## config.mk

```make
export PLATFORM = sky130hd
export DESIGN_NAME = ecc_sram_wrap_flat
export DESIGN_NICKNAME = d
export VERILOG_FILES = /design/src/source/ecc_pkg.sv /design/src/source/bank_pkg.sv /design/src/source/bank_if.sv /design/src/source/ecc_sram_wrap.sv /design/src/flat_wrapper.sv
export VERILOG_INCLUDE_DIRS = /design/src /design/src/source
export SDC_FILE = /design/constraint.sdc
export NUM_CORES = 1
export LEC_CHECK = 0
export ABC_AREA = 1
export BUFFER_PORTS_ARGS = -buffer_cell sky130_fd_sc_hd__buf_2
export CORE_ASPECT_RATIO = 0.75
export CORE_MARGIN = 4
export CORE_UTILIZATION = 55
export DETAILED_ROUTE_END_ITERATION = 6
export GPL_TIMING_DRIVEN = 0
export PLACE_DENSITY = 0.84
export REMOVE_ABC_BUFFERS = 1
export SETUP_SLACK_MARGIN = 0.15
export SYNTH_ARGS = -nofsm -noshare
export SYNTH_HDL_FRONTEND = slang
export SYNTH_SLANG_ARGS = --single-unit
```

## constraint.sdc

```tcl
create_clock -name clk_i -period 8.8 [get_ports clk_i]
set_clock_uncertainty 0.2 [all_clocks]
set_input_delay 2.2 -clock clk_i [delete_from_list [all_inputs] [get_ports clk_i]]
set_output_delay 2.2 -clock clk_i [all_outputs]
set_load 0.01 [all_outputs]
```

## src/source/ecc_cfg.svh

```systemverilog
/*
 * Bank geometry for the ECC memory.
 * The check-bit table in ecc_pkg covers 32 data bits only, so
 * ECC_DATA_W and ECC_CODE_W cannot change on their own.
 */
`ifndef ECC_CFG_SVH
`define ECC_CFG_SVH

`define ECC_BANK_WORDS 256 // Words in the bank
`define ECC_DATA_W     32  // Data bits per word
`define ECC_CODE_W     39  // Data plus 7 check bits

`endif

```

## src/source/ecc_pkg.sv

```systemverilog
/*
 * SECDED types and functions for the 39/32 codeword.
 * Every data column has weight 3, so single errors (odd syndrome)
 * and double errors (even syndrome) never alias.
 */
`default_nettype none

`include "ecc_cfg.svh"

package ecc_pkg;

  localparam int unsigned CHECK_W = `ECC_CODE_W - `ECC_DATA_W;

  typedef logic [`ECC_DATA_W-1:0] data_t;
  typedef logic [`ECC_CODE_W-1:0] code_t; // [38:32] check, [31:0] data

  typedef struct packed {
    logic multi;
    logic single;
  } ecc_err_t;

  // Check bits touched by each data bit with data bit 0 first
  localparam logic [CHECK_W-1:0] H_COL [`ECC_DATA_W] = '{
    7'h07, 7'h0b, 7'h0d, 7'h0e, 7'h13, 7'h15, 7'h16, 7'h19,
    7'h1a, 7'h1c, 7'h23, 7'h25, 7'h26, 7'h29, 7'h2a, 7'h2c,
    7'h31, 7'h32, 7'h34, 7'h38, 7'h43, 7'h45, 7'h46, 7'h49,
    7'h4a, 7'h4c, 7'h51, 7'h52, 7'h54, 7'h58, 7'h61, 7'h62
  };

  function automatic code_t secded_encode(input data_t data);
    logic [CHECK_W-1:0] check;
    check = '0;
    for (int i = 0; i < `ECC_DATA_W; i++) begin
      if (data[i]) begin
        check = check ^ H_COL[i];
      end
    end
    return {check, data};
  endfunction

  // Returns the corrected data word and reports what was found in err
  function automatic data_t secded_decode(input code_t code, output ecc_err_t err);
    code_t              recoded;
    logic [CHECK_W-1:0] syndrome;
    data_t              data;
    data     = code[`ECC_DATA_W-1:0];
    recoded  = secded_encode(data);
    syndrome = recoded[`ECC_CODE_W-1:`ECC_DATA_W] ^ code[`ECC_CODE_W-1:`ECC_DATA_W];
    err      = '0;
    if (syndrome != '0) begin
      err.multi = 1'b1; // Unless the syndrome names a single column
      if ($countones(syndrome) == 1) begin
        err.single = 1'b1; // Only a check bit flipped
        err.multi  = 1'b0;
      end
      for (int i = 0; i < `ECC_DATA_W; i++) begin
        if (syndrome == H_COL[i]) begin
          data[i]    = ~data[i];
          err.single = 1'b1;
          err.multi  = 1'b0;
        end
      end
    end
    return data;
  endfunction

endpackage

`default_nettype wire

```

## src/source/bank_pkg.sv

```systemverilog
/*
 * Address, byte-enable and FSM state types of the bank access path.
 */
`default_nettype none

`include "ecc_cfg.svh"

package bank_pkg;

  typedef logic [$clog2(`ECC_BANK_WORDS)-1:0] word_addr_t;
  typedef logic [`ECC_DATA_W/8-1:0]           be_t;

  typedef enum logic {
    NORMAL,
    WRITE_BACK // Second cycle of a partial store
  } store_state_e;

  typedef enum logic [1:0] {
    IDLE,
    CHECK,
    FIX
  } scrub_state_e;

endpackage

`default_nettype wire

```

## src/source/bank_if.sv

```systemverilog
/*
 * Single-port bank access, codewords only.
 * rdata is valid the cycle after a read request.
 */
`timescale 1ns/1ps
`default_nettype none

interface bank_if;
  import bank_pkg::*;
  import ecc_pkg::*;

  logic       req;
  logic       we;    // 1 writes wdata
  word_addr_t addr;
  code_t      wdata;
  code_t      rdata;

  modport initiator (output req, we, addr, wdata, input rdata);
  modport target    (input req, we, addr, wdata, output rdata);

endinterface

`default_nettype wire

```

## src/source/ecc_sram_wrap.sv

```systemverilog
/*
 * Req/gnt port onto a codeword bank. Full stores write at once.
 * Partial stores read first, then write back the merged word while
 * gnt_o is low; the requester must hold its request meanwhile.
 */
`timescale 1ns/1ps
`default_nettype none

module ecc_sram_wrap (
  input  logic           clk_i,
  input  logic           rst_ni,
  input  logic           req_i,
  input  logic           we_i,
  input  logic [31:0]    addr_i,  // Byte address
  input  ecc_pkg::data_t wdata_i,
  input  bank_pkg::be_t  be_i,
  output ecc_pkg::data_t rdata_o,
  output logic           gnt_o,
  output logic           single_error_o,
  output logic           multi_error_o,
  bank_if.initiator      bank
);
  import ecc_pkg::*;
  import bank_pkg::*;

  localparam int unsigned ADDR_LSB = 2;
  localparam int unsigned ADDR_MSB = ADDR_LSB + $bits(word_addr_t) - 1;

  store_state_e state_d, state_q;
  word_addr_t   addr_q;
  data_t        wdata_q;
  be_t          be_q;
  data_t        loaded;
  data_t        be_bits;
  data_t        merged;
  ecc_err_t     err;
  logic         partial;
  logic         rvalid_q;

  assign partial = req_i && we_i && (be_i != '1);

  always_comb begin : proc_decode
    loaded = secded_decode(bank.rdata, err);
  end

  always_comb begin : proc_merge
    for (int b = 0; b < $bits(be_t); b++) begin
      be_bits[8*b +: 8] = {8{be_q[b]}};
    end
    merged = (be_bits & wdata_q) | (~be_bits & loaded);
  end

  assign rdata_o        = loaded;
  assign single_error_o = err.single && rvalid_q;
  assign multi_error_o  = err.multi && rvalid_q;

  always_comb begin : proc_store_fsm
    state_d    = NORMAL;
    gnt_o      = 1'b1;
    bank.req   = req_i;
    bank.we    = we_i;
    bank.addr  = addr_i[ADDR_MSB:ADDR_LSB];
    bank.wdata = secded_encode(wdata_i);
    unique case (state_q)
      NORMAL: begin
        if (partial) begin
          bank.we = 1'b0; // Fetch the old word first
          state_d = WRITE_BACK;
        end
      end
      WRITE_BACK: begin
        gnt_o      = 1'b0;
        bank.req   = 1'b1;
        bank.we    = 1'b1;
        bank.addr  = addr_q;
        bank.wdata = secded_encode(merged);
      end
      default: state_d = NORMAL;
    endcase
  end

  always_ff @(posedge clk_i or negedge rst_ni) begin : proc_ctrl
    if (!rst_ni) begin
      state_q  <= NORMAL;
      rvalid_q <= 1'b0;
    end else begin
      state_q  <= state_d;
      rvalid_q <= req_i && gnt_o && !we_i; // Accepted load
    end
  end

  // Partial store buffers
  always_ff @(posedge clk_i) begin : proc_buffer
    if (partial && gnt_o) begin
      addr_q  <= addr_i[ADDR_MSB:ADDR_LSB];
      wdata_q <= wdata_i;
      be_q    <= be_i;
    end
  end

endmodule

`default_nettype wire

```

## src/flat_wrapper.sv

```systemverilog
// flat-port wrapper written by rule: the top's interface ports become plain ports
module ecc_sram_wrap_flat import ecc_pkg::*; import bank_pkg::*;
  (clk_i, rst_ni, req_i, we_i, addr_i, wdata_i, be_i, rdata_o, gnt_o, single_error_o, multi_error_o, bank_req, bank_we, bank_addr, bank_wdata, bank_rdata);
  bank_if bank_i ();
  input  logic clk_i;
  input  logic rst_ni;
  input  logic req_i;
  input  logic we_i;
  input  logic [31:0] addr_i;
  input  ecc_pkg::data_t wdata_i;
  input  bank_pkg::be_t be_i;
  output ecc_pkg::data_t rdata_o;
  output logic gnt_o;
  output logic single_error_o;
  output logic multi_error_o;
  output wire logic [$bits(bank_i.req)-1:0] bank_req;
  output wire logic [$bits(bank_i.we)-1:0] bank_we;
  output wire logic [$bits(bank_i.addr)-1:0] bank_addr;
  output wire logic [$bits(bank_i.wdata)-1:0] bank_wdata;
  input wire logic [$bits(bank_i.rdata)-1:0] bank_rdata;
  assign bank_req = bank_i.req;
  assign bank_we = bank_i.we;
  assign bank_addr = bank_i.addr;
  assign bank_wdata = bank_i.wdata;
  assign bank_i.rdata = bank_rdata;
  ecc_sram_wrap u_core (.clk_i(clk_i), .rst_ni(rst_ni), .req_i(req_i), .we_i(we_i), .addr_i(addr_i), .wdata_i(wdata_i), .be_i(be_i), .rdata_o(rdata_o), .gnt_o(gnt_o), .single_error_o(single_error_o), .multi_error_o(multi_error_o), .bank(bank_i));
endmodule
```

==> results.tsv, run 1 <==
metric	value	unit
synth_area_leaders	nand2_1 23%, edfxtp_1 19%, xnor2_1 10%, xor2_1 9.8%, nand3_1 7.7%	
setup_ws	0.272	ns
yosys.area.top_type	nand2_1	
wirelength	24.6	mm
p_leak	4.49	nW
core_area	12300	µm²
grt_pass1_wl	37.0	mm
htreeDepth	2	
slew_viol_final	0	
drive_above_1_share	23.2	%
hold_viol	0	
cp.arrival	6.13	ns
dp_hpwl	20.2	mm
synth.distinct_cells	43	
synth_warnings	0	
vdd_drop_max	205	µV
slew_headroom	27.2	%
synth_area_per_cell	6.31	µm²
hp-class	reg2reg	
routedWlPerCell	17.3	µm
endpoint_kind	output pin	
cp.required	6.40	ns
portBuffers	170	
period_needed	8.53	ns
reg2reg_from	u_core.state_q$_DFF_PN0_	
rsz0062_at_grt	false	
overflow	0	
crit_chain	buf_2, xor2_4, xnor2_1, xor2_1, xor2_1, xor2_2, inv_1, ha_4, fa_1, inv_1, ha_1, inv_1, fa_1, o2111ai_2, nand2_1, a211oi_2, nand4_1, nor3_2, buf_2	
setup_tns	0	ns
drt.antenna.violating_nets	0	
cts_tree	done	
hold_start	u_core.state_q$_DFF_PN0_	
antenna_found_initial	0	
min_period_over_period	96.9	%
gp_congestion	0.977	
cts_inserted_buffers	5	
seq_area	1370	µm²
netlist_area	6950	µm²
multi_input_area	5080	µm²
synth_seq_area_share	19.7	%
start_util	56.4	%
fp.dieArea	14500	µm²
grt_max_degree	73	
critPathSlowestCell	fa_1	
die_w	138	µm
syn_to_final_growth	19.0	%
crit_path_start	bank_rdata[26]	
clockBufferDepth	2	
drc	0	
setup_viol	0	
worst_slew_pin_slew	1.09	ns
path_max_fanout	4	
firstDrtPassIters	6	
grt_pass1_vias	6909	
syn_inst	1101	
via_per_inst	5.42	
clock-sinks	46	
insertion_delay	0.29	ns
synth_seq_cells	46	
synth_edf_count	44	
nFillCells	1151	
ctsHoldBuffers	0	
yosysMostFrequentCell	nand2_1	
io_pins	195	
yosys_most_used_dff	edfxtp_1	
fmax	0.117	GHz
vias	7695	
initialDrtViolationCount	1071	
max_cap_violations	0	
power_density	204	nW/µm²
async_flop_share	4.35	%
clock-root-buffer	clkbuf_16	
clkSlewWorstSetupHoldPaths	0.07	ns
layout.nets	1382	
grt.total_usage	33.1	%
synth_top_area_share	22.6	%
rows	35	
die_y	105	µm
pre_cts_slack	0.130	ns
cp-start-kind	primary input	
crit_top_cell	inv_1	
synth_common_cells	419 x nand2_1, 139 x inv_1, 107 x nand3_1	
slowest_delay	0.44	ns
n_antenna_cell	0	
crit_type	in2out	
status	finished, final reports clean	
-- through the flow --
stage	power [mW]	instances	hold slack, ns	area, µm²	utilization [%]
global route	1.81	1421	0.989	8260	67.2
global placement	1.32	1409	0.936	7880	64.0
floorplan	1.03	1073	0.655	6820	-
detailed placement	1.35	1410	0.908	7900	64.2
CTS	1.56	1418	0.922	8060	65.5
finish	1.69	1421	0.945	8260	67.2
-- repair_timing --
item / CTS / global route
endpoints found under the setup margin: 2 / 9
pin swaps: 0 / 5
gates cloned: 0 / 1
buffers inserted: 0 / 2
hold endpoints to repair: 0 / 0
resized for setup: 2 / 30
-- cell usage in the layout, fill, tap and decap left out, types with 12 or more instances in the layout --
cell type and count:
nand2_1 417, buf_2 169, inv_1 139, nand3_1 107, xnor2_1 79, xor2_1 69
edfxtp_1 44, o21ai_0 33, nor2_1 23, nand2_2 17, nand4_1 16, or2_2 14
inv_2 12, nor2_2 12
-- worst paths after layout --
kind                                                 to  slack [ns]  depth (start not counted)
setup / recovery                          multi_error_o        0.27                         19
min in group asynchronous      u_core.state_q$_DFF_PN0_        1.48                          1
hold / removal                u_core.rvalid_q$_DFF_PN0_        0.94                          1
setup reg to reg           u_core.wdata_q[13]$_DFFE_PP_        5.51                          4
max in group asynchronous     u_core.rvalid_q$_DFF_PN0_        6.83                          1
hold reg to reg               u_core.rvalid_q$_DFF_PN0_        0.94                          1
-- registers in the layout (all words and copies together), names as in the netlist --
name             cells
u_core.wdata_q      32
u_core.addr_q        8
u_core.be_q          4
u_core.rvalid_q      1
u_core.state_q       1
-- report_power, final --
group	total, mW	internal [mW]	switching (mW)
clock network	0.198	0.106	0.0921
registers	0.259	0.251	0.00777
logic	1.23	0.451	0.781
-- routing by layer --
layer  track usage, %  part of all wire [%]  vias to the layer above
met2             47.5                    41                      475
met5                0                     0                        -
met3             8.59                    14                       30
met1             50.9                    43                     3458
met4             4.09                   1.5                        0
li1                 -                     -                     3732
-- kinds of logic (layout without fill, tap and decap cells) --
group	after synthesis	count (layout)	synth area share (%)
flip-flops	46	46	19.7
buffers and inverters	180	333	10.1
adder cells (fa/ha/maj)	17	17	3.39
XOR/XNOR	162	162	20.5
AND/OR/NAND/NOR	637	638	41.2
AO/OA/AOI/OAI	59	59	5.04
-- final cells by class --
type                       count  share of cell area [%]
multi-input combinational    876                    61.5
tap                          166                    2.51
inverter                     152                    6.90
clock buffer                   5                    1.51
sequential                    46                    16.6
clock inverter                 3                   0.257
timing repair buffer         173                    10.7
-- worst max-delay path: cells and delay by family --
kind            cells  cell delay (ns)
xor+xnor            5             1.10
fa+ha+maj           4             1.29
simple gates        3             0.53
compound gates      2             0.42
buf+inv             5             0.59
No activity file was read; power rests on OpenSTA's default activity.
==> run 2, diff against run 1 <==
REMOVE_ABC_BUFFERS = unset   (was 1)
SETUP_SLACK_MARGIN = unset   (was 0.15)
==> run 2 against run 1 <==
Final area is 0.64% lower; via count up 2.8%; die area is the same; power decreased by 4.9%; final cell count rose by 1.3%; global-route usage up 1.4 points; combinational power is 7% lower; first-iteration DRC count down 11%; hold slack gained 0.035 ns.
==> results.tsv, run 2 (same netlist as run 1, synthesis figures left out) <==
metric	value	unit	change
grt_max_degree	25		-66%
largest_register_ffs	32		unchanged
setup_viol	0		unchanged
mostFrequentLayoutCells	419 x nand2_1, 169 x buf_2, 139 x inv_1, 107 x nand3_1, 81 x xnor2_1		
insertion_delay	0.30	ns	about the same
cp-start-kind	primary input		
fmax	0.116	GHz	-0.80%
vdd_drop_max	166	µV	-19%
io_pins	195		unchanged
cp.required	6.40	ns	about the same
multi_input_area	4940	µm²	-2.8%
clock-root-buffer	clkbuf_16		
period_needed	8.60	ns	+0.0685 ns
place_area	8000	µm²	+1.3%
grt.total_usage	34.5	%	+1.4 points
setup_ws	0.203	ns	-0.0685 ns
portBuffers	163		-4.1%
core_area	12300	µm²	unchanged
clkPwrFrac	12.3	%	+0.6 points
p_int	0.769	mW	-4.8%
wirelength	25.5	mm	+3.3%
gp_congestion	1.03		+5.2%
die_w	138	µm	unchanged
critPathSlowestCell	fa_1		
pre_cts_slack	0.214	ns	+0.0841 ns
postLayoutCoreUtil	66.7	%	-0.43 points
setup_tns	0	ns	unchanged
status	finished, final reports clean		
hp-class	reg2reg		
path_delay_family	adder cells		
p_leak	4.47	nW	-0.53%
nFillCells	1165		+1.2%
clkSlewWorstSetupHoldPaths	0.07	ns	about the same
power_density	195	nW/µm²	-4.3%
initialDrtViolationCount	954		-11%
cts_tree	done		
routedWlPerCell	17.7	µm	+2.0%
crit_chain	buf_2, xor2_4, xnor2_1, xor2_1, xor2_1, xor2_1, inv_1, ha_1, fa_1, inv_1, ha_1, inv_1, fa_1, o2111ai_1, nand2_1, a211oi_1, nand4_1, o21ai_1, nor2_1, buf_2		
n_antenna_cell	0		unchanged
via_per_inst	5.49		+1.5%
cts_inserted_buffers	5		unchanged
clockBufferDepth	2		unchanged
layout.nets	1400		+1.3%
max_cap_violations	0		unchanged
top_regs	u_core.wdata_q (32), u_core.addr_q (8), u_core.be_q (4)		
slew_headroom	45.8	%	+19 points
path_max_fanout	4		unchanged
vias	7907		+2.8%
cp.arrival	6.20	ns	+0.07 ns
seq_power_share	15.8	%	+0.5 points
slowest_delay	0.52	ns	+0.08 ns
stdcell_area	8210	µm²	-0.64%
seq_area	1370	µm²	unchanged
htreeDepth	2		unchanged
ctsHoldBuffers	0		unchanged
grt_pass1_wl	38.4	mm	+3.7%
dp_hpwl	20.9	mm	+3.7%
crit_type	in2out		
grt_pass1_vias	7201		+4.2%
worst_slew_pin_slew	0.811	ns	-0.281 ns
die_y	105	µm	unchanged
fp.dieArea	14500	µm²	unchanged
combPwrFrac	71.8	%	-1.2 points
sw_frac_of_total	52.1	%	about the same
endpoint_kind	output pin		
layout_commonest_cell	nand2_1		
clock-sinks	46		unchanged
drc	0		unchanged
firstDrtPassIters	5		-1
syn_to_final_growth	18.2	%	
overflow	0		unchanged
antenna_found_initial	0		unchanged
drive_above_1_share	21.5	%	-1.7 points
start_util	56.4	%	unchanged
largest_register	u_core.wdata_q		
hold_viol	0		unchanged
power.switching	0.836	mW	-5.0%
syn-num-nets	1229		
drt.antenna.violating_nets	0		unchanged
r2r_slack	6.00	ns	+0.49 ns
p_total	1.61	mW	-4.9%
slew_viol_final	0		unchanged
min_period_over_period	97.7	%	+0.78 points
cp_num_buf_inv	5		unchanged
rows	35		unchanged
## run 2: power by group through the flow
stage                     registers, mW  logic [mW]  clock network, mW
after floorplan                   0.259       0.784                  0
after global placement            0.260        1.07                  0
after detailed placement          0.259        1.09                  0
after CTS                         0.254        1.10              0.197
after global routing              0.255        1.26              0.208
final                             0.254        1.15              0.198
## run 2: metrics by stage
| stage | hold WS (ns) | instances |
|---|---|---|
| global placement | 0.911 | 1430 |
| global route | 1.05 | 1439 |
| CTS | 0.951 | 1439 |
| finish | 0.980 | 1439 |
| floorplan | 0.687 | 1101 |
| detailed placement | 0.928 | 1431 |
## run 2: final timing paths
kind	startpoint	endpoint	cells past startpoint
worst max-delay path	bank_rdata[26]	single_error_o	20
worst min-delay path	u_core.state_q$_DFF_PN0_	u_core.rvalid_q$_DFF_PN0_	3
worst max register to register	u_core.state_q$_DFF_PN0_	u_core.wdata_q[16]$_DFFE_PP_	6
worst min register to register	u_core.state_q$_DFF_PN0_	u_core.rvalid_q$_DFF_PN0_	3
max in group asynchronous	rst_ni	u_core.rvalid_q$_DFF_PN0_	1
min in group asynchronous	rst_ni	u_core.state_q$_DFF_PN0_	1
## run 2: cell type report
| cell class | instances | share of cell area, % |
|---|---|---|
| multi-input combinational | 875 | 60.1 |
| sequential | 46 | 16.7 |
| timing repair buffer | 165 | 10.4 |
| inverter | 152 | 6.95 |
| tap | 166 | 2.53 |
| buffer | 27 | 1.54 |
| clock buffer | 5 | 1.52 |
| clock inverter | 3 | 0.259 |
## run 2: what timing repair did
item	CTS	global route
gates resized for setup	0	11
setup endpoints to repair	0	9
endpoints found under the hold margin	0	0
buffers inserted	0	1
## run 2: per-layer routing
metal | GRT usage, % | routed length (µm) | vias up
li1 | - | - | 3769
met1 | 51.1 | 10800 | 3569
met2 | 49.4 | 10300 | 521
met3 | 10.7 | 3820 | 48
met4 | 6.42 | 550 | 0
met5 | 0 | 0 | -
## run 2: worst min-delay path, delay by kind of cell (launching register included)
family	cells	cell delay [ns]
simple gates	1	0.21
flops	1	0.36
buf+inv	2	0.56
==> run 3, diff against run 2 <==
clock period = 9.65 ns   (was 8.8 ns; I/O delays follow)
==> run 3 against run 2 <==
Non-clock buffer count unchanged; via count shrank 0.99%; setup slack improved by 0.37 ns; combinational power fell by 10%; power is 10% lower; first-iteration DRC count fell by 0.21%; critical path type unchanged; critical endpoint unchanged; largest power group unchanged.
==> results.tsv, run 3 (same netlist as run 1, synthesis figures left out) <==
metric	value	unit	change
slew_viol_final	0		unchanged
firstDrtPassIters	6		+1
clkSlewWorstSetupHoldPaths	0.07	ns	about the same
place_inst	1431		unchanged
rows	35		unchanged
fp.dieArea	14500	µm²	unchanged
via_per_inst	5.44		-0.99%
max_cap_violations	0		unchanged
gp_congestion	1.03		unchanged
cp.arrival	6.47	ns	+0.27 ns
htreeDepth	2		unchanged
setup_tns	0	ns	unchanged
grt_pass1_wl	38.4	mm	unchanged
slowest_delay	0.48	ns	-0.04 ns
p_total	1.44	mW	-10%
min_period_over_period	94.1	%	
cts_inserted_buffers	5		unchanged
die_w	138	µm	unchanged
endpoint_kind	output pin		
grt_pass1_vias	7201		unchanged
largest_register	u_core.wdata_q		
drive_above_1_share	20.8	%	-0.71 points
clockBufferDepth	2		unchanged
start_util	56.4	%	unchanged
fmax	0.110	GHz	
cts_tree	done		
worst_slew_pin_slew	0.793	ns	-0.0178 ns
ctsHoldBuffers	0		unchanged
wirelength	25.2	mm	-0.92%
crit_top_cell	inv_1		
portBuffers	163		unchanged
rsz0062_at_grt	false		
die_y	105	µm	unchanged
n_antenna_cell	0		unchanged
routedWlPerCell	17.5	µm	-0.92%
insertion_delay	0.29	ns	about the same
slew_headroom	47.0	%	+1.2 points
critPathSlowestCell	fa_1		
hold_path_depth	3		unchanged
sw_frac_of_total	52.2	%	+0.090 points
final_cells	1439		unchanged
grt.total_usage	34.5	%	unchanged
combPwrFrac	71.5	%	-0.3 points
crit_type	in2out		
status	finished, final reports clean		
crit_chain	buf_2, inv_1, nand2_1, nand2_1, xor2_1, xnor2_1, xor2_1, inv_1, ha_1, fa_1, inv_1, ha_1, inv_1, fa_1, o2111ai_1, nand2_1, a211oi_1, nand4_1, o21ai_0, nor2_1, buf_2		
clkPwrFrac	12.4	%	about the same
largest_register_ffs	32		unchanged
hp-class	reg2reg		
cp-start-kind	primary input		
power_density	177	nW/µm²	-9.3%
mostFrequentLayoutCells	419 x nand2_1, 169 x buf_2, 139 x inv_1, 107 x nand3_1, 83 x xnor2_1		
path_max_fanout	3		-1
io_pins	195		unchanged
hold_viol	0		unchanged
p_int	0.691	mW	-10%
r2r_slack	6.87	ns	+0.87 ns
period_needed	9.08	ns	
vdd_drop_max	154	µV	-7.3%
overflow	0		unchanged
power.switching	0.754	mW	-9.8%
drc	0		unchanged
drt.antenna.violating_nets	0		unchanged
clock-root-buffer	clkbuf_16		
rr_worst_depth	6		unchanged
vias	7829		-0.99%
seq_power_share	16.1	%	+0.3 points
syn-num-nets	1229		unchanged
dp_hpwl	20.9	mm	unchanged
antenna_found_initial	0		unchanged
setup_viol	0		unchanged
core_area	12300	µm²	unchanged
grt_max_degree	25		unchanged
clock-sinks	46		unchanged
postLayoutCoreUtil	66.2	%	-0.50 points
top_regs	u_core.wdata_q (32), u_core.addr_q (8), u_core.be_q (4)		
initialDrtViolationCount	952		-0.21%
layout.nets	1400		unchanged
post_cts_resized	0		unchanged
layout_commonest_cell	nand2_1		
post_cts_buffers	0		unchanged
syn_to_final_growth	17.3	%	
cp.required	7.04	ns	+0.64 ns
p_leak	4.45	nW	-0.52%
-- run 3: cell count changes in the layout (fill, tap and decap cells not counted), moves of 2 or more --
cell | before | now
xnor2_1 | 81 | 83
xor2_1 | 75 | 78
xor2_2 | 3 | 1
xnor2_2 | 2 | 0
-- run 3: worst paths after layout --
| kind | startpoint | to |
|---|---|---|
| setup / recovery | bank_rdata[24] | single_error_o |
| hold / removal | u_core.state_q$_DFF_PN0_ | u_core.rvalid_q$_DFF_PN0_ |
| setup reg to reg | u_core.state_q$_DFF_PN0_ | u_core.wdata_q[16]$_DFFE_PP_ |
| hold reg to reg | u_core.state_q$_DFF_PN0_ | u_core.rvalid_q$_DFF_PN0_ |
| max in group asynchronous | rst_ni | u_core.rvalid_q$_DFF_PN0_ |
| min in group asynchronous | rst_ni | u_core.state_q$_DFF_PN0_ |
-- run 3: area by class of cell --
cell class | count | area [µm²]
plain buffers | 28 | 129
clock buffers | 5 | 125
clock inverters | 3 | 21.3
fillers | 1185 | 4160
inverters | 152 | 571
multi-input cells | 875 | 4880
flip-flops and latches | 46 | 1370
well taps | 166 | 208
repair buffers | 164 | 843
-- run 3: layer usage --
metal	vias up	track usage, %	routed length, µm
met5	-	0	0
met2	506	49.4	10100
met1	3492	51.1	10700
li1	3785	-	-
met4	0	6.42	547
met3	46	10.7	3870
-- run 3: stage by stage --
stage               cell area [µm²]  setup slack [ns]  hold WS, ns
floorplan                      6950              1.27        0.687
global placement               7970             0.632        0.911
detailed placement             8000             0.639        0.928
CTS                            8150             0.637        0.951
global route                   8150             0.256         1.05
finish                         8150             0.570        0.980
-- run 3: power groups by stage --
stage / logic [mW] / clock network [mW] / registers [mW]
final: 1.03 / 0.180 / 0.232
after global routing: 1.13 / 0.190 / 0.233
after detailed placement: 0.994 / 0 / 0.236
after CTS: 1.00 / 0.180 / 0.232
after global placement: 0.974 / 0 / 0.237
after floorplan: 0.715 / 0 / 0.236
-- run 3: worst max-delay path, delay by kind of cell --
family	cells	cell delay [ns]
xor+xnor	3	0.88
buf+inv	6	0.62
simple gates	5	0.56
compound gates	3	0.57
fa+ha+maj	4	1.40
