### config.mk
export PLATFORM = sky130hd
export DESIGN_NAME = ecc_scrubber_flat
export DESIGN_NICKNAME = d
export VERILOG_FILES = /design/src/source/ecc_pkg.sv /design/src/source/bank_pkg.sv /design/src/source/bank_if.sv /design/src/source/ecc_scrubber.sv /design/src/flat_wrapper.sv
export VERILOG_INCLUDE_DIRS = /design/src /design/src/source
export SDC_FILE = /design/constraint.sdc
export NUM_CORES = 1
export LEC_CHECK = 0
export BUFFER_PORTS_ARGS = -buffer_cell sky130_fd_sc_hd__clkbuf_2
export CELL_PAD_IN_SITES_DETAIL_PLACEMENT = 0
export CELL_PAD_IN_SITES_GLOBAL_PLACEMENT = 1
export CORE_UTILIZATION = 35
export CTS_CLUSTER_SIZE = 10
export DETAILED_ROUTE_END_ITERATION = 6
export GPL_ROUTABILITY_DRIVEN = 1
export PLACE_DENSITY_LB_ADDON = 0.1
export SLEW_MARGIN = 40
export SYNTH_ARGS = -nofsm -noshare
export SYNTH_HDL_FRONTEND = slang
export SYNTH_SLANG_ARGS = --single-unit
### constraint.sdc
create_clock -name clk_i -period 3.7 [get_ports clk_i]
set_input_delay 0.185 -clock clk_i [delete_from_list [all_inputs] [get_ports clk_i]]
set_output_delay 0.185 -clock clk_i [all_outputs]
set_load 0.005 [all_outputs]
### src/source/ecc_cfg.svh
/*
 * Bank geometry for the ECC memory.
 * The check-bit table in ecc_pkg covers 32 data bits only, so
 * ECC_DATA_W and ECC_CODE_W cannot change on their own.
 */
`ifndef ECC_CFG_SVH
`define ECC_CFG_SVH

`define ECC_BANK_WORDS 256 // Words in the bank
`define ECC_DATA_W     32  // Data bits per word
`define ECC_CODE_W     39  // Data plus 7 check bits

`endif

### src/source/ecc_pkg.sv
/*
 * SECDED types and functions for the 39/32 codeword.
 * Every data column has weight 3, so single errors (odd syndrome)
 * and double errors (even syndrome) never alias.
 */
`default_nettype none

`include "ecc_cfg.svh"

package ecc_pkg;

  localparam int unsigned CHECK_W = `ECC_CODE_W - `ECC_DATA_W;

  typedef logic [`ECC_DATA_W-1:0] data_t;
  typedef logic [`ECC_CODE_W-1:0] code_t; // [38:32] check, [31:0] data

  typedef struct packed {
    logic multi;
    logic single;
  } ecc_err_t;

  // Check bits touched by each data bit with data bit 0 first
  localparam logic [CHECK_W-1:0] H_COL [`ECC_DATA_W] = '{
    7'h07, 7'h0b, 7'h0d, 7'h0e, 7'h13, 7'h15, 7'h16, 7'h19,
    7'h1a, 7'h1c, 7'h23, 7'h25, 7'h26, 7'h29, 7'h2a, 7'h2c,
    7'h31, 7'h32, 7'h34, 7'h38, 7'h43, 7'h45, 7'h46, 7'h49,
    7'h4a, 7'h4c, 7'h51, 7'h52, 7'h54, 7'h58, 7'h61, 7'h62
  };

  function automatic code_t secded_encode(input data_t data);
    logic [CHECK_W-1:0] check;
    check = '0;
    for (int i = 0; i < `ECC_DATA_W; i++) begin
      if (data[i]) begin
        check = check ^ H_COL[i];
      end
    end
    return {check, data};
  endfunction

  // Returns the corrected data word and reports what was found in err
  function automatic data_t secded_decode(input code_t code, output ecc_err_t err);
    code_t              recoded;
    logic [CHECK_W-1:0] syndrome;
    data_t              data;
    data     = code[`ECC_DATA_W-1:0];
    recoded  = secded_encode(data);
    syndrome = recoded[`ECC_CODE_W-1:`ECC_DATA_W] ^ code[`ECC_CODE_W-1:`ECC_DATA_W];
    err      = '0;
    if (syndrome != '0) begin
      err.multi = 1'b1; // Unless the syndrome names a single column
      if ($countones(syndrome) == 1) begin
        err.single = 1'b1; // Only a check bit flipped
        err.multi  = 1'b0;
      end
      for (int i = 0; i < `ECC_DATA_W; i++) begin
        if (syndrome == H_COL[i]) begin
          data[i]    = ~data[i];
          err.single = 1'b1;
          err.multi  = 1'b0;
        end
      end
    end
    return data;
  endfunction

endpackage

`default_nettype wire

### src/source/bank_pkg.sv
/*
 * Address, byte-enable and FSM state types of the bank access path.
 */
`default_nettype none

`include "ecc_cfg.svh"

package bank_pkg;

  typedef logic [$clog2(`ECC_BANK_WORDS)-1:0] word_addr_t;
  typedef logic [`ECC_DATA_W/8-1:0]           be_t;

  typedef enum logic {
    NORMAL,
    WRITE_BACK // Second cycle of a partial store
  } store_state_e;

  typedef enum logic [1:0] {
    IDLE,
    CHECK,
    FIX
  } scrub_state_e;

endpackage

`default_nettype wire

### src/source/bank_if.sv
/*
 * Single-port bank access, codewords only.
 * rdata is valid the cycle after a read request.
 */
`timescale 1ns/1ps
`default_nettype none

interface bank_if;
  import bank_pkg::*;
  import ecc_pkg::*;

  logic       req;
  logic       we;    // 1 writes wdata
  word_addr_t addr;
  code_t      wdata;
  code_t      rdata;

  modport initiator (output req, we, addr, wdata, input rdata);
  modport target    (input req, we, addr, wdata, output rdata);

endinterface

`default_nettype wire

### src/source/ecc_scrubber.sv
/*
 * Port accesses always win the bank. The scrub walk only uses idle
 * cycles, so a busy port can delay scrubbing without bound.
 * A fix lost to the port is retried by re-reading the same address.
 */
`timescale 1ns/1ps
`default_nettype none

`include "ecc_cfg.svh"

module ecc_scrubber (
  input  logic      clk_i,
  input  logic      rst_ni,
  input  logic      scrub_trigger_i,
  output logic      fix_o,
  output logic      uncorrectable_o,
  bank_if.target    port,
  bank_if.initiator mem
);
  import ecc_pkg::*;
  import bank_pkg::*;

  localparam word_addr_t LAST_ADDR = word_addr_t'(`ECC_BANK_WORDS - 1);

  scrub_state_e state_d, state_q;
  word_addr_t   addr_d, addr_q, addr_next;
  code_t        fix_code_q;
  data_t        scrub_data;
  ecc_err_t     scrub_err;
  logic         port_idle;

  assign port_idle   = !port.req;
  assign port.rdata  = mem.rdata; // No added read latency
  assign addr_next   = (addr_q == LAST_ADDR) ? '0 : word_addr_t'(addr_q + 1'b1);

  always_comb begin : proc_decode
    scrub_data = secded_decode(mem.rdata, scrub_err);
  end

  always_comb begin : proc_fsm
    state_d         = state_q;
    addr_d          = addr_q;
    fix_o           = 1'b0;
    uncorrectable_o = 1'b0;
    mem.req         = port.req;
    mem.we          = port.we;
    mem.addr        = port.addr;
    mem.wdata       = port.wdata;
    unique case (state_q)
      IDLE: begin
        if (scrub_trigger_i && port_idle) begin
          mem.req  = 1'b1; // Scrub read
          mem.we   = 1'b0;
          mem.addr = addr_q;
          state_d  = CHECK;
        end
      end
      CHECK: begin
        // Bank data here is still our own read
        state_d = IDLE;
        if (scrub_err.single) begin
          // A port store to this word now would make the fix stale
          if (!(port.req && port.we && port.addr == addr_q)) begin
            state_d = FIX;
          end
        end else begin
          addr_d          = addr_next;
          uncorrectable_o = scrub_err.multi;
        end
      end
      FIX: begin
        state_d = IDLE; // Stolen cycle leaves addr_q for a retry
        if (port_idle) begin
          mem.req   = 1'b1;
          mem.we    = 1'b1;
          mem.addr  = addr_q;
          mem.wdata = fix_code_q;
          fix_o     = 1'b1;
          addr_d    = addr_next;
        end
      end
      default: state_d = IDLE;
    endcase
  end

  always_ff @(posedge clk_i or negedge rst_ni) begin : proc_state
    if (!rst_ni) begin
      state_q <= IDLE;
      addr_q  <= '0;
    end else begin
      state_q <= state_d;
      addr_q  <= addr_d;
    end
  end

  always_ff @(posedge clk_i) begin : proc_fix_code
    if (state_q == CHECK) begin
      fix_code_q <= secded_encode(scrub_data); // Re-encoded corrected word
    end
  end

endmodule

`default_nettype wire

### src/flat_wrapper.sv
// flat-port wrapper written by rule: the top's interface ports become plain ports
module ecc_scrubber_flat import ecc_pkg::*; import bank_pkg::*;
  (clk_i, rst_ni, scrub_trigger_i, fix_o, uncorrectable_o, port_req, port_we, port_addr, port_wdata, port_rdata, mem_req, mem_we, mem_addr, mem_wdata, mem_rdata);
  bank_if port_i ();
  bank_if mem_i ();
  input  logic clk_i;
  input  logic rst_ni;
  input  logic scrub_trigger_i;
  output logic fix_o;
  output logic uncorrectable_o;
  input wire logic [$bits(port_i.req)-1:0] port_req;
  input wire logic [$bits(port_i.we)-1:0] port_we;
  input wire logic [$bits(port_i.addr)-1:0] port_addr;
  input wire logic [$bits(port_i.wdata)-1:0] port_wdata;
  output wire logic [$bits(port_i.rdata)-1:0] port_rdata;
  output wire logic [$bits(mem_i.req)-1:0] mem_req;
  output wire logic [$bits(mem_i.we)-1:0] mem_we;
  output wire logic [$bits(mem_i.addr)-1:0] mem_addr;
  output wire logic [$bits(mem_i.wdata)-1:0] mem_wdata;
  input wire logic [$bits(mem_i.rdata)-1:0] mem_rdata;
  assign port_i.req = port_req;
  assign port_i.we = port_we;
  assign port_i.addr = port_addr;
  assign port_i.wdata = port_wdata;
  assign port_rdata = port_i.rdata;
  assign mem_req = mem_i.req;
  assign mem_we = mem_i.we;
  assign mem_addr = mem_i.addr;
  assign mem_wdata = mem_i.wdata;
  assign mem_i.rdata = mem_rdata;
  ecc_scrubber u_core (.clk_i(clk_i), .rst_ni(rst_ni), .scrub_trigger_i(scrub_trigger_i), .fix_o(fix_o), .uncorrectable_o(uncorrectable_o), .port(port_i), .mem(mem_i));
endmodule
==> results of run 1 <==
==> state kept, by name, indices dropped and copies added, names as in the netlist <==
register / cells
u_core.addr_q: 8
u_core.state_q: 2
u_core.fix_code_q: 39
==> stage by stage <==
stage	power [mW]	setup slack (ns)
finish	5.62	-0.230
global route	6.04	-0.364
CTS	5.28	-0.166
detailed placement	4.50	-0.580
global placement	4.44	-0.461
floorplan	3.02	0.0337
==> kinds of logic after synthesis <==
logic type,Yosys count
and+or+nand+nor,134
DFF,49
buffers and inverters,95
muxes,40
AOI/OAI and AO/OA,24
xor gates and xnor gates,184
adders and majority gates,18
==> worst paths after layout <==
| kind | startpoint | endpoint | slack [ns] | cells past startpoint |
|---|---|---|---|---|
| worst min register to register | u_core.addr_q[2] | u_core.addr_q[2] | 0.58 | 1 |
| worst min-delay path | port_req | u_core.state_q[0] | 0.15 | 2 |
| max in group asynchronous | rst_ni | u_core.state_q[0] | 3.21 | 2 |
| worst max-delay path | mem_rdata[14] | uncorrectable_o | -0.23 | 20 |
| min in group asynchronous | rst_ni | u_core.addr_q[4] | 0.29 | 2 |
| worst max register to register | u_core.state_q[0] | u_core.addr_q[2] | 1.69 | 7 |
==> final cells by class <==
cell class | instances | area [µm²] | area share
sequential | 49 | 1420 | 0.187
clock inverter | 3 | 26.3 | 0.00346
clock buffer | 5 | 125 | 0.0165
timing repair buffer | 318 | 2010 | 0.265
inverter | 34 | 128 | 0.0168
multi-input combinational | 400 | 3650 | 0.480
tap | 184 | 230 | 0.0303
==> power by group <==
group,internal [mW],switching [mW]
logic,2.29,2.06
clock network,0.255,0.205
registers,0.743,0.0600
==> synth_stat cells, types with 2 or more instances <==
| master | instances | area [µm²] |
|---|---|---|
| sky130_fd_sc_hd__a211oi_1 | 2 | 15.0 |
| sky130_fd_sc_hd__a21oi_1 | 4 | 20.0 |
| sky130_fd_sc_hd__and2_1 | 4 | 25.0 |
| sky130_fd_sc_hd__and3_1 | 8 | 50.1 |
| sky130_fd_sc_hd__buf_4 | 39 | 293 |
| sky130_fd_sc_hd__buf_6 | 3 | 33.8 |
| sky130_fd_sc_hd__clkbuf_1 | 18 | 67.6 |
| sky130_fd_sc_hd__dfrtp_1 | 10 | 250 |
| sky130_fd_sc_hd__edfxtp_1 | 39 | 1170 |
| sky130_fd_sc_hd__fa_1 | 3 | 60.1 |
| sky130_fd_sc_hd__ha_1 | 15 | 188 |
| sky130_fd_sc_hd__inv_1 | 34 | 128 |
| sky130_fd_sc_hd__mux2_2 | 39 | 439 |
| sky130_fd_sc_hd__nand2_1 | 37 | 139 |
| sky130_fd_sc_hd__nand2b_1 | 6 | 37.5 |
| sky130_fd_sc_hd__nand3_1 | 20 | 100 |
| sky130_fd_sc_hd__nand3b_1 | 4 | 30.0 |
| sky130_fd_sc_hd__nand4_1 | 13 | 81.3 |
| sky130_fd_sc_hd__nor2_1 | 27 | 101 |
| sky130_fd_sc_hd__nor2_2 | 4 | 25.0 |
| sky130_fd_sc_hd__nor3_1 | 3 | 15.0 |
| sky130_fd_sc_hd__o21ai_0 | 3 | 15.0 |
| sky130_fd_sc_hd__o21ai_1 | 5 | 25.0 |
| sky130_fd_sc_hd__o22ai_1 | 2 | 12.5 |
| sky130_fd_sc_hd__xnor2_1 | 123 | 1080 |
| sky130_fd_sc_hd__xnor2_2 | 6 | 97.6 |
| sky130_fd_sc_hd__xnor3_1 | 5 | 113 |
| sky130_fd_sc_hd__xor2_1 | 40 | 350 |
| sky130_fd_sc_hd__xor2_2 | 7 | 114 |
==> metal layers <==
layer,GRT usage,up-vias,share of wire
met5,0,-,0
met1,0.269,2083,0.46
li1,-,2273,-
met2,0.331,162,0.46
met3,0.0218,21,0.052
met4,0.0825,0,0.031
==> layout by cell type, fill, tap and decap left out, types with 2 or more instances in the layout <==
| cell | Yosys | routed |
|---|---|---|
| sky130_fd_sc_hd__o22ai_1 | 2 | 2 |
| sky130_fd_sc_hd__fa_1 | 3 | 2 |
| sky130_fd_sc_hd__clkinvlp_4 | 0 | 2 |
| sky130_fd_sc_hd__clkbuf_8 | 0 | 2 |
| sky130_fd_sc_hd__nor2_2 | 4 | 5 |
| sky130_fd_sc_hd__o21ai_0 | 3 | 3 |
| sky130_fd_sc_hd__clkbuf_2 | 0 | 170 |
| sky130_fd_sc_hd__xor2_1 | 40 | 37 |
| sky130_fd_sc_hd__nand3_1 | 20 | 20 |
| sky130_fd_sc_hd__clkbuf_16 | 0 | 5 |
| sky130_fd_sc_hd__nor2_1 | 27 | 26 |
| sky130_fd_sc_hd__ha_1 | 15 | 10 |
| sky130_fd_sc_hd__nand4_1 | 13 | 13 |
| sky130_fd_sc_hd__nor3_1 | 3 | 2 |
| sky130_fd_sc_hd__nand2_1 | 37 | 36 |
| sky130_fd_sc_hd__dfrtp_1 | 10 | 10 |
| sky130_fd_sc_hd__mux2_2 | 39 | 39 |
| sky130_fd_sc_hd__xnor2_4 | 1 | 4 |
| sky130_fd_sc_hd__buf_4 | 39 | 137 |
| sky130_fd_sc_hd__ha_2 | 0 | 2 |
| sky130_fd_sc_hd__xnor2_1 | 123 | 107 |
| sky130_fd_sc_hd__edfxtp_1 | 39 | 39 |
| sky130_fd_sc_hd__nand3b_1 | 4 | 4 |
| sky130_fd_sc_hd__a21oi_1 | 4 | 3 |
| sky130_fd_sc_hd__inv_2 | 0 | 4 |
| sky130_fd_sc_hd__ha_4 | 0 | 3 |
| sky130_fd_sc_hd__xnor2_2 | 6 | 19 |
| sky130_fd_sc_hd__and3_1 | 8 | 7 |
| sky130_fd_sc_hd__nand2b_1 | 6 | 5 |
| sky130_fd_sc_hd__xor2_2 | 7 | 10 |
| sky130_fd_sc_hd__buf_8 | 0 | 2 |
| sky130_fd_sc_hd__xnor3_1 | 5 | 5 |
| sky130_fd_sc_hd__inv_1 | 34 | 30 |
| sky130_fd_sc_hd__and2_1 | 4 | 3 |
| sky130_fd_sc_hd__buf_6 | 3 | 3 |
| sky130_fd_sc_hd__o21ai_1 | 5 | 5 |
==> repair_timing <==
action                                  in CTS  in global routing
pin swaps                                   23                 17
endpoints found under the setup margin      11                 11
hold buffers                                 1                  0
hold endpoints to repair                    10                  0
resized for setup                           27                 35
buffers inserted                             5                  2
cloned                                       0                  0
==> results.md, run 1 <==
Outcome:
- The run finished, with violations left.
- The checks that failed: design-rule violations, negative setup slack.

Route:
- Detailed routing inserted a total of about 4,500 vias.
- The number of DRC violations after detailed routing is 18.
- The average wire per cell in the routed design is between 15 and 20 µm.
- The starting DRC count in detailed routing is 214.
- The routed via count divided by cell count is 4.57.
- The post-detailed-routing wire length is 15,500 µm.
- The detail route stage leaves a number of antenna-violating nets equal to 0.
- The number of detailed-routing iterations run before antenna repair is 7.

Layout:
- The net count of the finished layout is 917.
- From synthesis to final layout, the design area changed by 42.5%.
- The count of cells in the finished layout, fillers not included, comes to about 990.
- The layout cell share with drive strength beyond 1 is 0.527.
- The repair_antennas step left the layout with diodes totalling 0.
- At the end of the flow the core is filled with cells to 0.516.
- Summing all non-filler instances in the final layout gives an area of 0.00759 mm².
- The count of filler cells inserted in the layout is 1,419.

Min path:
- The min-delay analysis places its worst path in the category in -> reg.

Die:
- The initialized floorplan defines 44 standard-cell rows.
- The floorplan step defined a die boundary enclosing 0.0157 mm².
- 181 I/O pins were placed.
- Measured along the x axis, the die boundary spans between 100 and 150 µm.
- The initial core utilization is 0.362.
- Measured along the y axis, the die boundary spans ~130 µm.
- After floorplanning, the core was sized to cover 0.0147 mm².

STA:
- The sum of negative setup slack is -0.495 ns.
- Derived from the worst setup path, the maximum achievable clock frequency is 0.254 GHz.
- In the post-route analysis, the smallest setup slack over all paths is -0.230 ns.
- The number of pins with negative max-slew slack in the final report is 0.
- The worst hold-check slack is 0.150 ns.
- The relative max-transition margin is 0.501.
- The post-route minimum period is 3.93 ns.
- The final count of hold timing violations came to 0.
- Clock skew on the completed layout was measured at 0.00806 ns.
- The slew at the pin closest to its max-slew limit is 0.742 ns.
- Setup violations remaining at the end of the flow were counted as 6.
- The period utilization is 1.06.
- Setup repair after global routing could not meet its margin everywhere.

Clock tree:
- Clock-pin slew was measured on the worst setup and hold paths at 0.07 ns.
- The number of buffers between clock root and the deepest sink is 2.
- At the later pin of the worst-skew pair, clock insertion delay measures 0.29 ns.
- The number of clock buffers added by TritonCTS is 5.
- The maximum level of the CTS H-tree is 2.
- The tree is rooted in a sky130_fd_sc_hd__clkbuf_16.
- TritonCTS built the clock tree.
- The TritonCTS sink count is 49.

Placement:
- The total placed instance area is between 0.007 and 0.008 mm².
- Once placement completed, the tool counted placed cells totaling slightly below 1,000.
- Buffers placed on the I/O ports in this run total 180.
- The global placement routability congestion is just under 0.9.
- The post-DP HPWL is 13,400 µm.

Synthesis:
- In the synthesized netlist, the number of instances is 544.
- The number of flops mapped to enable cells by yosys is 39.
- The number of different library cells in the post-synthesis netlist is 50.
- Of the total synthesized cell area, the portion taken by full adders, half adders and majority gates is 0.0465.
- Of the synthesized area, sequential elements account for 0.267.
- In the synthesized netlist the dominant register cell turns out to be sky130_fd_sc_hd__edfxtp_1.
- The netlist area before placement is 0.00533 mm².
- In this run the mean area of a mapped cell was 9.79 µm².
- The compound-gate portion of the synthesized area is 0.0331.
- When the netlist entered floorplanning its net count stood at 653.
- The xor and xnor area share after synthesis is 0.343.
- The combinational family with the most area after synthesis is XOR/XNOR gates.
- The warning count from the yosys run is 0.
- Counting flops and latches in the post-synthesis netlist gives 49.
- The area share of and/or/nand/nor cells after synthesis is 0.127.
- Of the post-synthesis cell area, the part taken by muxes is 0.0844.
- In the synthesized netlist the async set-or-reset flop fraction comes to 0.204.

Setup path:
- The critical path is of the in -> out type.
- Data on the critical path is required at its endpoint by 3.51 ns.
- The capturing element type of the critical path is a primary output.
- Traced cell by cell, the critical path runs through clkbuf_2 > xnor2_2 > xnor2_2 > xnor2_1 > xnor2_1 > xnor2_1 > buf_4 > ha_4 > inv_2 > fa_1 > inv_2 > ha_4 > inv_2 > fa_2 > nand2_2 > a21oi_4 > a2111oi_4 > buf_4 > and3_4 > buf_6.
- In this run the worst path has a maximum fanout of 4.
- The top cell family by delay on the critical path is adder cells.
- The cell with the biggest individual delay on the critical path is sky130_fd_sc_hd__fa_1.
- The count of buffer and inverter cells on the critical path is 7.
- At the worst endpoint, the arrival time is 3.74 ns.
- The delay of the slowest cell on the worst path is between 0.5 and 0.6 ns.
- The startpoint kind of the worst setup timing path is an input port.

Global routing:
- The total overflow reported by the global router is 0.
- The via count of the first global-routing pass is 4,571.
- The initial antenna violation count is 0.
- The global-route wire length before repair is 24,300 µm.
- For this run, the total global-route usage over all layers was measured as 0.201.
- The largest net degree at the start of global routing is 43.

Power and ir drop:
- VDD sags by at most 536 µV.
- The power density over cell area is 740 mW/mm².
- The cell leakage power is around 3.5 nW.

Job:
- Across the run, the number of max-cap violations was 0.
Note: power is estimated with default switching activity, not from simulation.
==> inputs of run 2 (changes only) <==
SKIP_LAST_GASP = 1   (was default)
==> run 2 against run 1 <==
Net effect:
- the run still ends with design-rule violations, negative setup slack left
- clock-buffer cell count did not move
- cell area unchanged
- total power hardly changed
- flip-flop and latch count unchanged
- die area unchanged
- fmax fell by 0.11%
- cell count is the same
- global-route usage about the same
- clock skew barely moved
- worst setup slack lost 0.0045 ns
- critical path depth stayed put
- largest cell class unchanged
- highest routed layer unchanged
==> results.md, run 2 (synthesized netlist as in run 1, its figures left out) <==
Setup path:
- The critical path arrival is 3.75 ns (about the same).
- Among cell families on the critical path, the largest total delay comes from adder cells.
- The slowest stage of the critical path belongs to the cell sky130_fd_sc_hd__fa_1.
- The worst setup path is captured at a primary output.
- The signal on the critical path passes through clkbuf_2 > xnor2_2 > xnor2_2 > xnor2_1 > xnor2_1 > xnor2_1 > buf_4 > ha_4 > inv_2 > fa_1 > inv_2 > ha_4 > inv_2 > fa_2 > nand2_2 > a21oi_4 > a2111oi_4 > buf_4 > and3_4 > buf_6.
- The worst endpoint required time was 3.51 ns (about the same).
- The delay of the slowest cell on the worst path was 0.54 ns (about the same).
- The maximum fanout along the worst path is 4 (unchanged).
- The critical path in this run is classified as in -> out.
- The count of buffer and inverter cells on the critical path is 7 (unchanged).
- STA classifies the critical path startpoint as an input port.

STA:
- The post-route minimum period is 3.93 ns (+0.00452 ns).
- The number of pins with negative max-slew slack in the final report is 0 (unchanged).
- The slack of the critical path is -0.234 ns (-0.00452 ns).
- The period utilization was 1.06 (+0.00122).
- The slew at the pin closest to its max-slew limit is 0.742 ns (unchanged).
- Setup repair after global routing could not meet its margin everywhere.
- The relative max-transition margin is 0.501 (unchanged).
- The clock tree skew after final layout is 0.00758 ns (-0.000480 ns).
- The number of endpoints failing setup at the final stage is 6 (unchanged).
- The worst hold-check slack is 0.150 ns (+0.000198 ns).
- The peak clock frequency supported by timing is 0.254 GHz (-0.11%).
- The final count of hold timing violations is 0 (unchanged).

Layout:
- The most common cell after layout, fill and taps aside is sky130_fd_sc_hd__clkbuf_2.
- The net count reported at finish is 917 (unchanged).
- In the final layout, the registers with the most flip-flops are u_core.fix_code_q x39, u_core.addr_q x8, u_core.state_q x2.
- The number of antenna repair diodes came to 0 (unchanged).
- The final cell count without fillers was 993 (unchanged).
- The number of flip-flops under the largest register name was 39 (unchanged).
- The layout-stage area growth over the synthesis result is 42.5% (unchanged).
- The count of filler cells inserted in the layout came to 1,417 (-0.14%).
- In the layout the commonest cells are sky130_fd_sc_hd__clkbuf_2 (170), sky130_fd_sc_hd__buf_4 (137), sky130_fd_sc_hd__xnor2_1 (107).
- The layout cell share with drive strength beyond 1 was 0.527 (unchanged).
- More flip-flops sit in one register than any other, and that register is u_core.fix_code_q.

Clock tree:
- The root buffer cell is sky130_fd_sc_hd__clkbuf_16.
- The TritonCTS sink count is 49 (unchanged).
- The total clock buffers created by CTS is 5 (unchanged).
- The clock edge transition at the registers on the reported setup and hold paths is 0.07 ns (about the same).
- The later-pin clock latency in the skew report was 0.29 ns (about the same).
- The number of buffers between clock root and the deepest sink was 2 (unchanged).
- The CTS tree is done.
- The maximum level of the CTS H-tree came to 2 (unchanged).

Route:
- The starting DRC count in detailed routing is 216 (+0.93%).
- The number of DRC violations after detailed routing is 18 (unchanged).
- The final antenna-violating net count was 0 (unchanged).
- The average wire per cell in the routed design came to 15.5 µm (-0.29%).
- The via count is 4,537 (-0.044%).
- The number of detailed-routing iterations run before antenna repair was 7 (unchanged).
- The routed via count divided by cell count came to 4.57 (about the same).
- The post-detailed-routing wire length came to 15,400 µm (-0.29%).

Global routing:
- The via count of the first global-routing pass is 4,571 (unchanged).
- The overall track demand over capacity in global routing was 0.201 (+0.000332).
- The initial antenna violation count came to 0 (unchanged).
- The largest net degree at the start of global routing came to 43 (unchanged).
- The global-route wire length before repair is 24,300 µm (+0.14%).
- The total overflow reported by the global router is 0 (unchanged).

Die:
- The number of standard-cell rows in the floorplan was 44 (unchanged).
- The die outline area is 0.0157 mm² (unchanged).
- The initial core utilization is 0.362 (unchanged).
- The horizontal die dimension is 125 µm (unchanged).
- The core area was 0.0147 mm² (unchanged).
- The die boundary height came to 125 µm (unchanged).
- The number of primary I/O pins is 181 (unchanged).

Job:
- The number of maximum-capacitance constraint violations was 0 (unchanged).

Placement:
- The worst setup timing slack at the placement stage came to -0.580 ns (unchanged).
- The number of buffer cells added on primary ports came to 180 (unchanged).
- The post-placement cell count is 978 (unchanged).
- The global placement routability congestion is 0.889 (unchanged).
- The post-DP HPWL came to 13,400 µm (unchanged).

Min path:
- The min-delay analysis places its worst path in the category in -> reg.

Power and ir drop:
- The maximum vdd drop is 537 µV (+0.16%).
- The power density over cell area came to 740 mW/mm² (about the same).
- The cell leakage power is 3.49 nW (unchanged).

Outcome:
- The run finished, with violations left.
- The final reports fail on design-rule violations, negative setup slack.
run 2: through the flow:
stage	power [mW]	utilization	instance area, µm²	TNS, ns
global route	6.04	0.516	7590	-1.75
detailed placement	4.50	0.481	7080	-5.71
global placement	4.44	0.481	7080	-4.26
CTS	5.27	0.505	7420	-0.216
floorplan	3.02	-	5350	0
finish	5.61	0.516	7590	-0.521
run 2: final cells by class:
cell class,count,area [µm²],share of cell area
clock buffers,5,125,0.0165
clock inverters,3,26.3,0.00346
inverters,34,128,0.0168
multi-input cells,400,3650,0.480
flip-flops and latches,49,1420,0.187
well taps,184,230,0.0303
repair buffers,318,2010,0.265
run 2: where the power goes:
group	internal, mW	leakage, nW	total, mW	switching [mW]
sequential	0.743	0.495	0.803	0.0601
combinational	2.29	2.92	4.35	2.06
clock	0.255	0.0680	0.460	0.205
total	3.29	3.49	5.61	2.33
run 2: final timing paths:
kind	startpoint	depth (start not counted)	slack (ns)	to
worst max-delay path	mem_rdata[14]	20	-0.23	uncorrectable_o
worst min-delay path	port_req	2	0.15	u_core.state_q[0]
worst max register to register	u_core.state_q[0]	7	1.69	u_core.addr_q[2]
worst min register to register	u_core.addr_q[2]	1	0.59	u_core.addr_q[2]
max in group asynchronous	rst_ni	2	3.21	u_core.state_q[0]
min in group asynchronous	rst_ni	2	0.29	u_core.addr_q[4]
run 2: layer usage:
metal / part of all wire / wire (µm) / track usage / up-vias
met1: 0.46 / 7100 / 0.270 / 2086
li1: - / - / - / 2273
met2: 0.46 / 7140 / 0.331 / 159
met3: 0.047 / 730 / 0.0218 / 19
met5: 0 / 0 / 0 / -
met4: 0.029 / 445 / 0.0825 / 0
run 2: what timing repair did:
action | 4_1_cts | 5_1_grt
endpoints found under the hold margin | 10 | 0
hold buffers | 1 | 0
buffers inserted | 5 | 2
pin swaps | 20 | 17
gates resized for setup | 25 | 36
setup endpoints to repair | 11 | 11
run 2: worst register-to-register path: stages, from the launching register on:
cell	delay (ns)
sky130_fd_sc_hd__dfrtp_1	0.46
sky130_fd_sc_hd__nor2_1	0.08
sky130_fd_sc_hd__and2_2	0.21
sky130_fd_sc_hd__buf_4	0.27
sky130_fd_sc_hd__o22ai_2	0.48
sky130_fd_sc_hd__buf_4	0.22
sky130_fd_sc_hd__nor2_2	0.04
sky130_fd_sc_hd__xor2_1	0.13
==> inputs of run 3 (changes only) <==
--- a/config.mk
+++ b/config.mk
@@ -15,4 +15,6 @@
 export GPL_ROUTABILITY_DRIVEN = 1
 export PLACE_DENSITY_LB_ADDON = 0.1
+export SETUP_SLACK_MARGIN = 0.2
+export SKIP_CTS_REPAIR_TIMING = 1
 export SKIP_LAST_GASP = 1
 export SLEW_MARGIN = 40
==> constraint.sdc (replaced) <==
create_clock -name clk_i -period 3.7 [get_ports clk_i]
set_input_delay 0.37 -clock clk_i [delete_from_list [all_inputs] [get_ports clk_i]]
set_output_delay 0.37 -clock clk_i [all_outputs]
set_load 0.005 [all_outputs]
==> run 3 against run 2 <==
Net effect:
- the flow still finishes with violations (design-rule violations, negative setup slack)
- total power is 3.8% higher
- hold slack gained 0.21 ns
- die area unchanged
- core utilization is 3.7 points higher
==> results.md, run 3 (synthesized netlist as in run 1, its figures left out) <==
Outcome:
- The flow ran to the end, but the final reports show violations.
- The final reports fail on design-rule violations, negative setup slack.

Die:
- The number of primary I/O pins came to 181 (unchanged).
- The die outline area is 0.0157 mm² (unchanged).
- The core area was 0.0147 mm² (unchanged).
- The die boundary height was 125 µm (unchanged).
- The initial core utilization is 0.362 (unchanged).
- The horizontal die dimension came to 125 µm (unchanged).
- The number of standard-cell rows in the floorplan came to 44 (unchanged).

Layout:
- The register ranked first by flip-flop count is u_core.fix_code_q.
- The utilization after layout was 0.553 (+0.0365).
- The layout cell share with drive strength beyond 1 is 0.598 (+0.0717).
- The final cell count without fillers came to 1,003 (+1.0%).
- The combined area of the multi-input logic cells is 0.00407 mm² (+11%).
- The number of flip-flops under the largest register name was 39 (unchanged).
- Compared with the post-synthesis result, the final layout area differs by 52.6%.
- The most common cell after layout, fill and taps aside is sky130_fd_sc_hd__clkbuf_2.
- The count of filler cells inserted in the layout is 1,344 (-5.2%).
- The number of antenna repair diodes is 0 (unchanged).
- The top cell types in the final layout, fill and taps aside, are sky130_fd_sc_hd__clkbuf_2 (166), sky130_fd_sc_hd__buf_4 (140), sky130_fd_sc_hd__xnor2_1 (84).
- In the final layout, the registers with the most flip-flops are u_core.fix_code_q x39, u_core.addr_q x8, u_core.state_q x2.
- The net count reported at finish is 927 (+1.1%).
- The area used by sequential logic in the layout is 0.00142 mm² (unchanged).

STA:
- The relative max-transition margin was 0.637 (+0.135).
- The peak clock frequency supported by timing was 0.244 GHz (-4.1%).
- The slack of the critical path is -0.400 ns (-0.166 ns).
- The post-route minimum period is 4.10 ns (+0.166 ns).
- The final count of hold timing violations is 0 (unchanged).
- The worst hold-check slack is 0.360 ns (+0.210 ns).
- The number of endpoints failing setup at the final stage is 9 (+3).
- Setup repair after global routing could not meet its margin everywhere.
- The clock tree skew after final layout is 0.00600 ns (-0.00158 ns).
- The period utilization is 1.11 (+0.0449).
- The number of pins with negative max-slew slack in the final report was 0 (unchanged).
- The slew at the pin closest to its max-slew limit is 0.541 ns (-0.201 ns).

Setup path:
- The worst endpoint required time is 3.33 ns (-0.18 ns).
- The worst setup path is launched from an input port.
- The maximum fanout along the worst path is 3 (-1).
- STA classifies the critical path endpoint as a primary output.
- The critical path arrival came to 3.73 ns (-0.02 ns).
- The critical path class is in -> out.

Placement:
- The post-DP HPWL came to 13,200 µm (-1.4%).
- The worst setup timing slack at the placement stage is -0.512 ns (+0.0681 ns).
- The number of buffer cells added on primary ports is 180 (unchanged).
- The global placement routability congestion is 0.869 (-2.2%).
- The post-placement cell count is 982 (+0.41%).

Job:
- The number of maximum-capacitance constraint violations is 0 (unchanged).

Clock tree:
- The maximum level of the CTS H-tree is 2 (unchanged).
- The clock edge transition at the registers on the reported setup and hold paths was 0.06 ns (about the same).
- TritonCTS built the clock tree.
- The TritonCTS sink count was 49 (unchanged).
- The later-pin clock latency in the skew report is 0.29 ns (about the same).
- The root buffer cell is sky130_fd_sc_hd__clkbuf_16.
- The number of buffers between clock root and the deepest sink was 2 (unchanged).
- The total clock buffers created by CTS is 5 (unchanged).

Power and ir drop:
- The maximum vdd drop was 843 µV (+57%).
- The overall power after layout is 5.83 mW (+3.8%).
- The power density over cell area is 717 mW/mm² (-3.0%).
- The cell leakage power is 3.70 nW (+6.1%).

Global routing:
- The met3 layer usage reported by global route is 0.0128 (-0.00899).
- The fraction of met1 tracks used by global routing is 0.252 (-0.0180).
- The largest net degree at the start of global routing was 44 (+2.3%).
- The layer with the highest usage is met2.
- The met2 track utilization from global routing is 0.342 (+0.0115).
- The via count of the first global-routing pass is 4,487 (-1.8%).
- The total overflow reported by the global router is 0 (unchanged).
- The overall track demand over capacity in global routing is 0.193 (-0.00837).
- The global-route wire length before repair is 23,300 µm (-3.9%).
- The initial antenna violation count is 0 (unchanged).

Route:
- The average wire per cell in the routed design is 15.6 µm (+0.75%).
- The starting DRC count in detailed routing is 167 (-23%).
- The post-detailed-routing wire length is 15,700 µm (+1.8%).
- The via count is 4,544 (+0.15%).
- The final antenna-violating net count is 0 (unchanged).
- The number of DRC violations after detailed routing is 16 (-2).
- The routed via count divided by cell count came to 4.53 (-0.84%).
- The number of detailed-routing iterations run before antenna repair is 7 (unchanged).

Min path:
- The worst hold path belongs to the class in -> reg.
-- run 3: cell count changes in the layout (fill, tap and decap cells not counted), moves of 3 or more --
cell	previous run	this run
sky130_fd_sc_hd__nand3_2	1	5
sky130_fd_sc_hd__nand2_1	36	33
sky130_fd_sc_hd__nand3_1	20	15
sky130_fd_sc_hd__xor2_2	10	19
sky130_fd_sc_hd__ha_1	10	4
sky130_fd_sc_hd__xnor2_1	107	84
sky130_fd_sc_hd__buf_4	137	140
sky130_fd_sc_hd__xor2_1	37	26
sky130_fd_sc_hd__buf_6	3	18
sky130_fd_sc_hd__ha_2	2	6
sky130_fd_sc_hd__nor2_1	26	23
sky130_fd_sc_hd__xnor2_2	19	41
sky130_fd_sc_hd__clkbuf_2	170	166
-- run 3: worst paths after layout --
kind	end	slack, ns	cells after the start	start
setup / recovery	uncorrectable_o	-0.40	18	mem_rdata[25]
hold / removal	u_core.state_q[0]	0.36	2	port_req
setup reg to reg	u_core.addr_q[4]	1.74	7	u_core.state_q[0]
hold reg to reg	u_core.addr_q[2]	0.59	1	u_core.addr_q[2]
max in group asynchronous	u_core.addr_q[2]	3.01	2	rst_ni
min in group asynchronous	u_core.addr_q[3]	0.47	2	rst_ni
-- run 3: per-layer routing --
layer	vias to the layer above	share of wire
met5	-	0
met4	0	0.019
met3	13	0.034
met2	142	0.50
met1	2113	0.45
li1	2276	-
-- run 3: final cells by class --
class,instances,share of cell area
Multi-Input combinational cell,400,0.500
Timing Repair Buffer,328,0.262
Sequential cell,49,0.175
Tap cell,184,0.0283
Inverter,34,0.0160
Clock buffer,5,0.0154
Clock inverter,3,0.00308
-- run 3: power breakdown --
part           internal (mW)  switching (mW)
combinational           2.35            2.21
sequential             0.743          0.0658
clock                  0.254           0.200
-- run 3: stage by stage --
stage                     setup TNS, ns  instance area, µm²
after global routing              -3.79                8130
after global placement            -5.32                7140
after CTS                         -2.16                7300
after detailed placement          -5.83                7150
final                             -1.87                8130
after floorplan                  -0.379                5400
-- run 3: worst max-delay path, stage by stage --
cell	delay [ns]
sky130_fd_sc_hd__buf_8	0.10
sky130_fd_sc_hd__xor2_2	0.16
sky130_fd_sc_hd__xnor2_1	0.13
sky130_fd_sc_hd__xnor2_1	0.26
sky130_fd_sc_hd__xnor2_1	0.14
sky130_fd_sc_hd__xnor2_1	0.22
sky130_fd_sc_hd__buf_4	0.17
sky130_fd_sc_hd__ha_4	0.19
sky130_fd_sc_hd__fa_1	0.43
sky130_fd_sc_hd__inv_1	0.07
sky130_fd_sc_hd__ha_2	0.18
sky130_fd_sc_hd__inv_2	0.04
sky130_fd_sc_hd__fa_2	0.45
sky130_fd_sc_hd__nand2_2	0.10
sky130_fd_sc_hd__a21oi_4	0.04
sky130_fd_sc_hd__a2111oi_4	0.36
sky130_fd_sc_hd__and3_1	0.21
sky130_fd_sc_hd__clkbuf_2	0.11
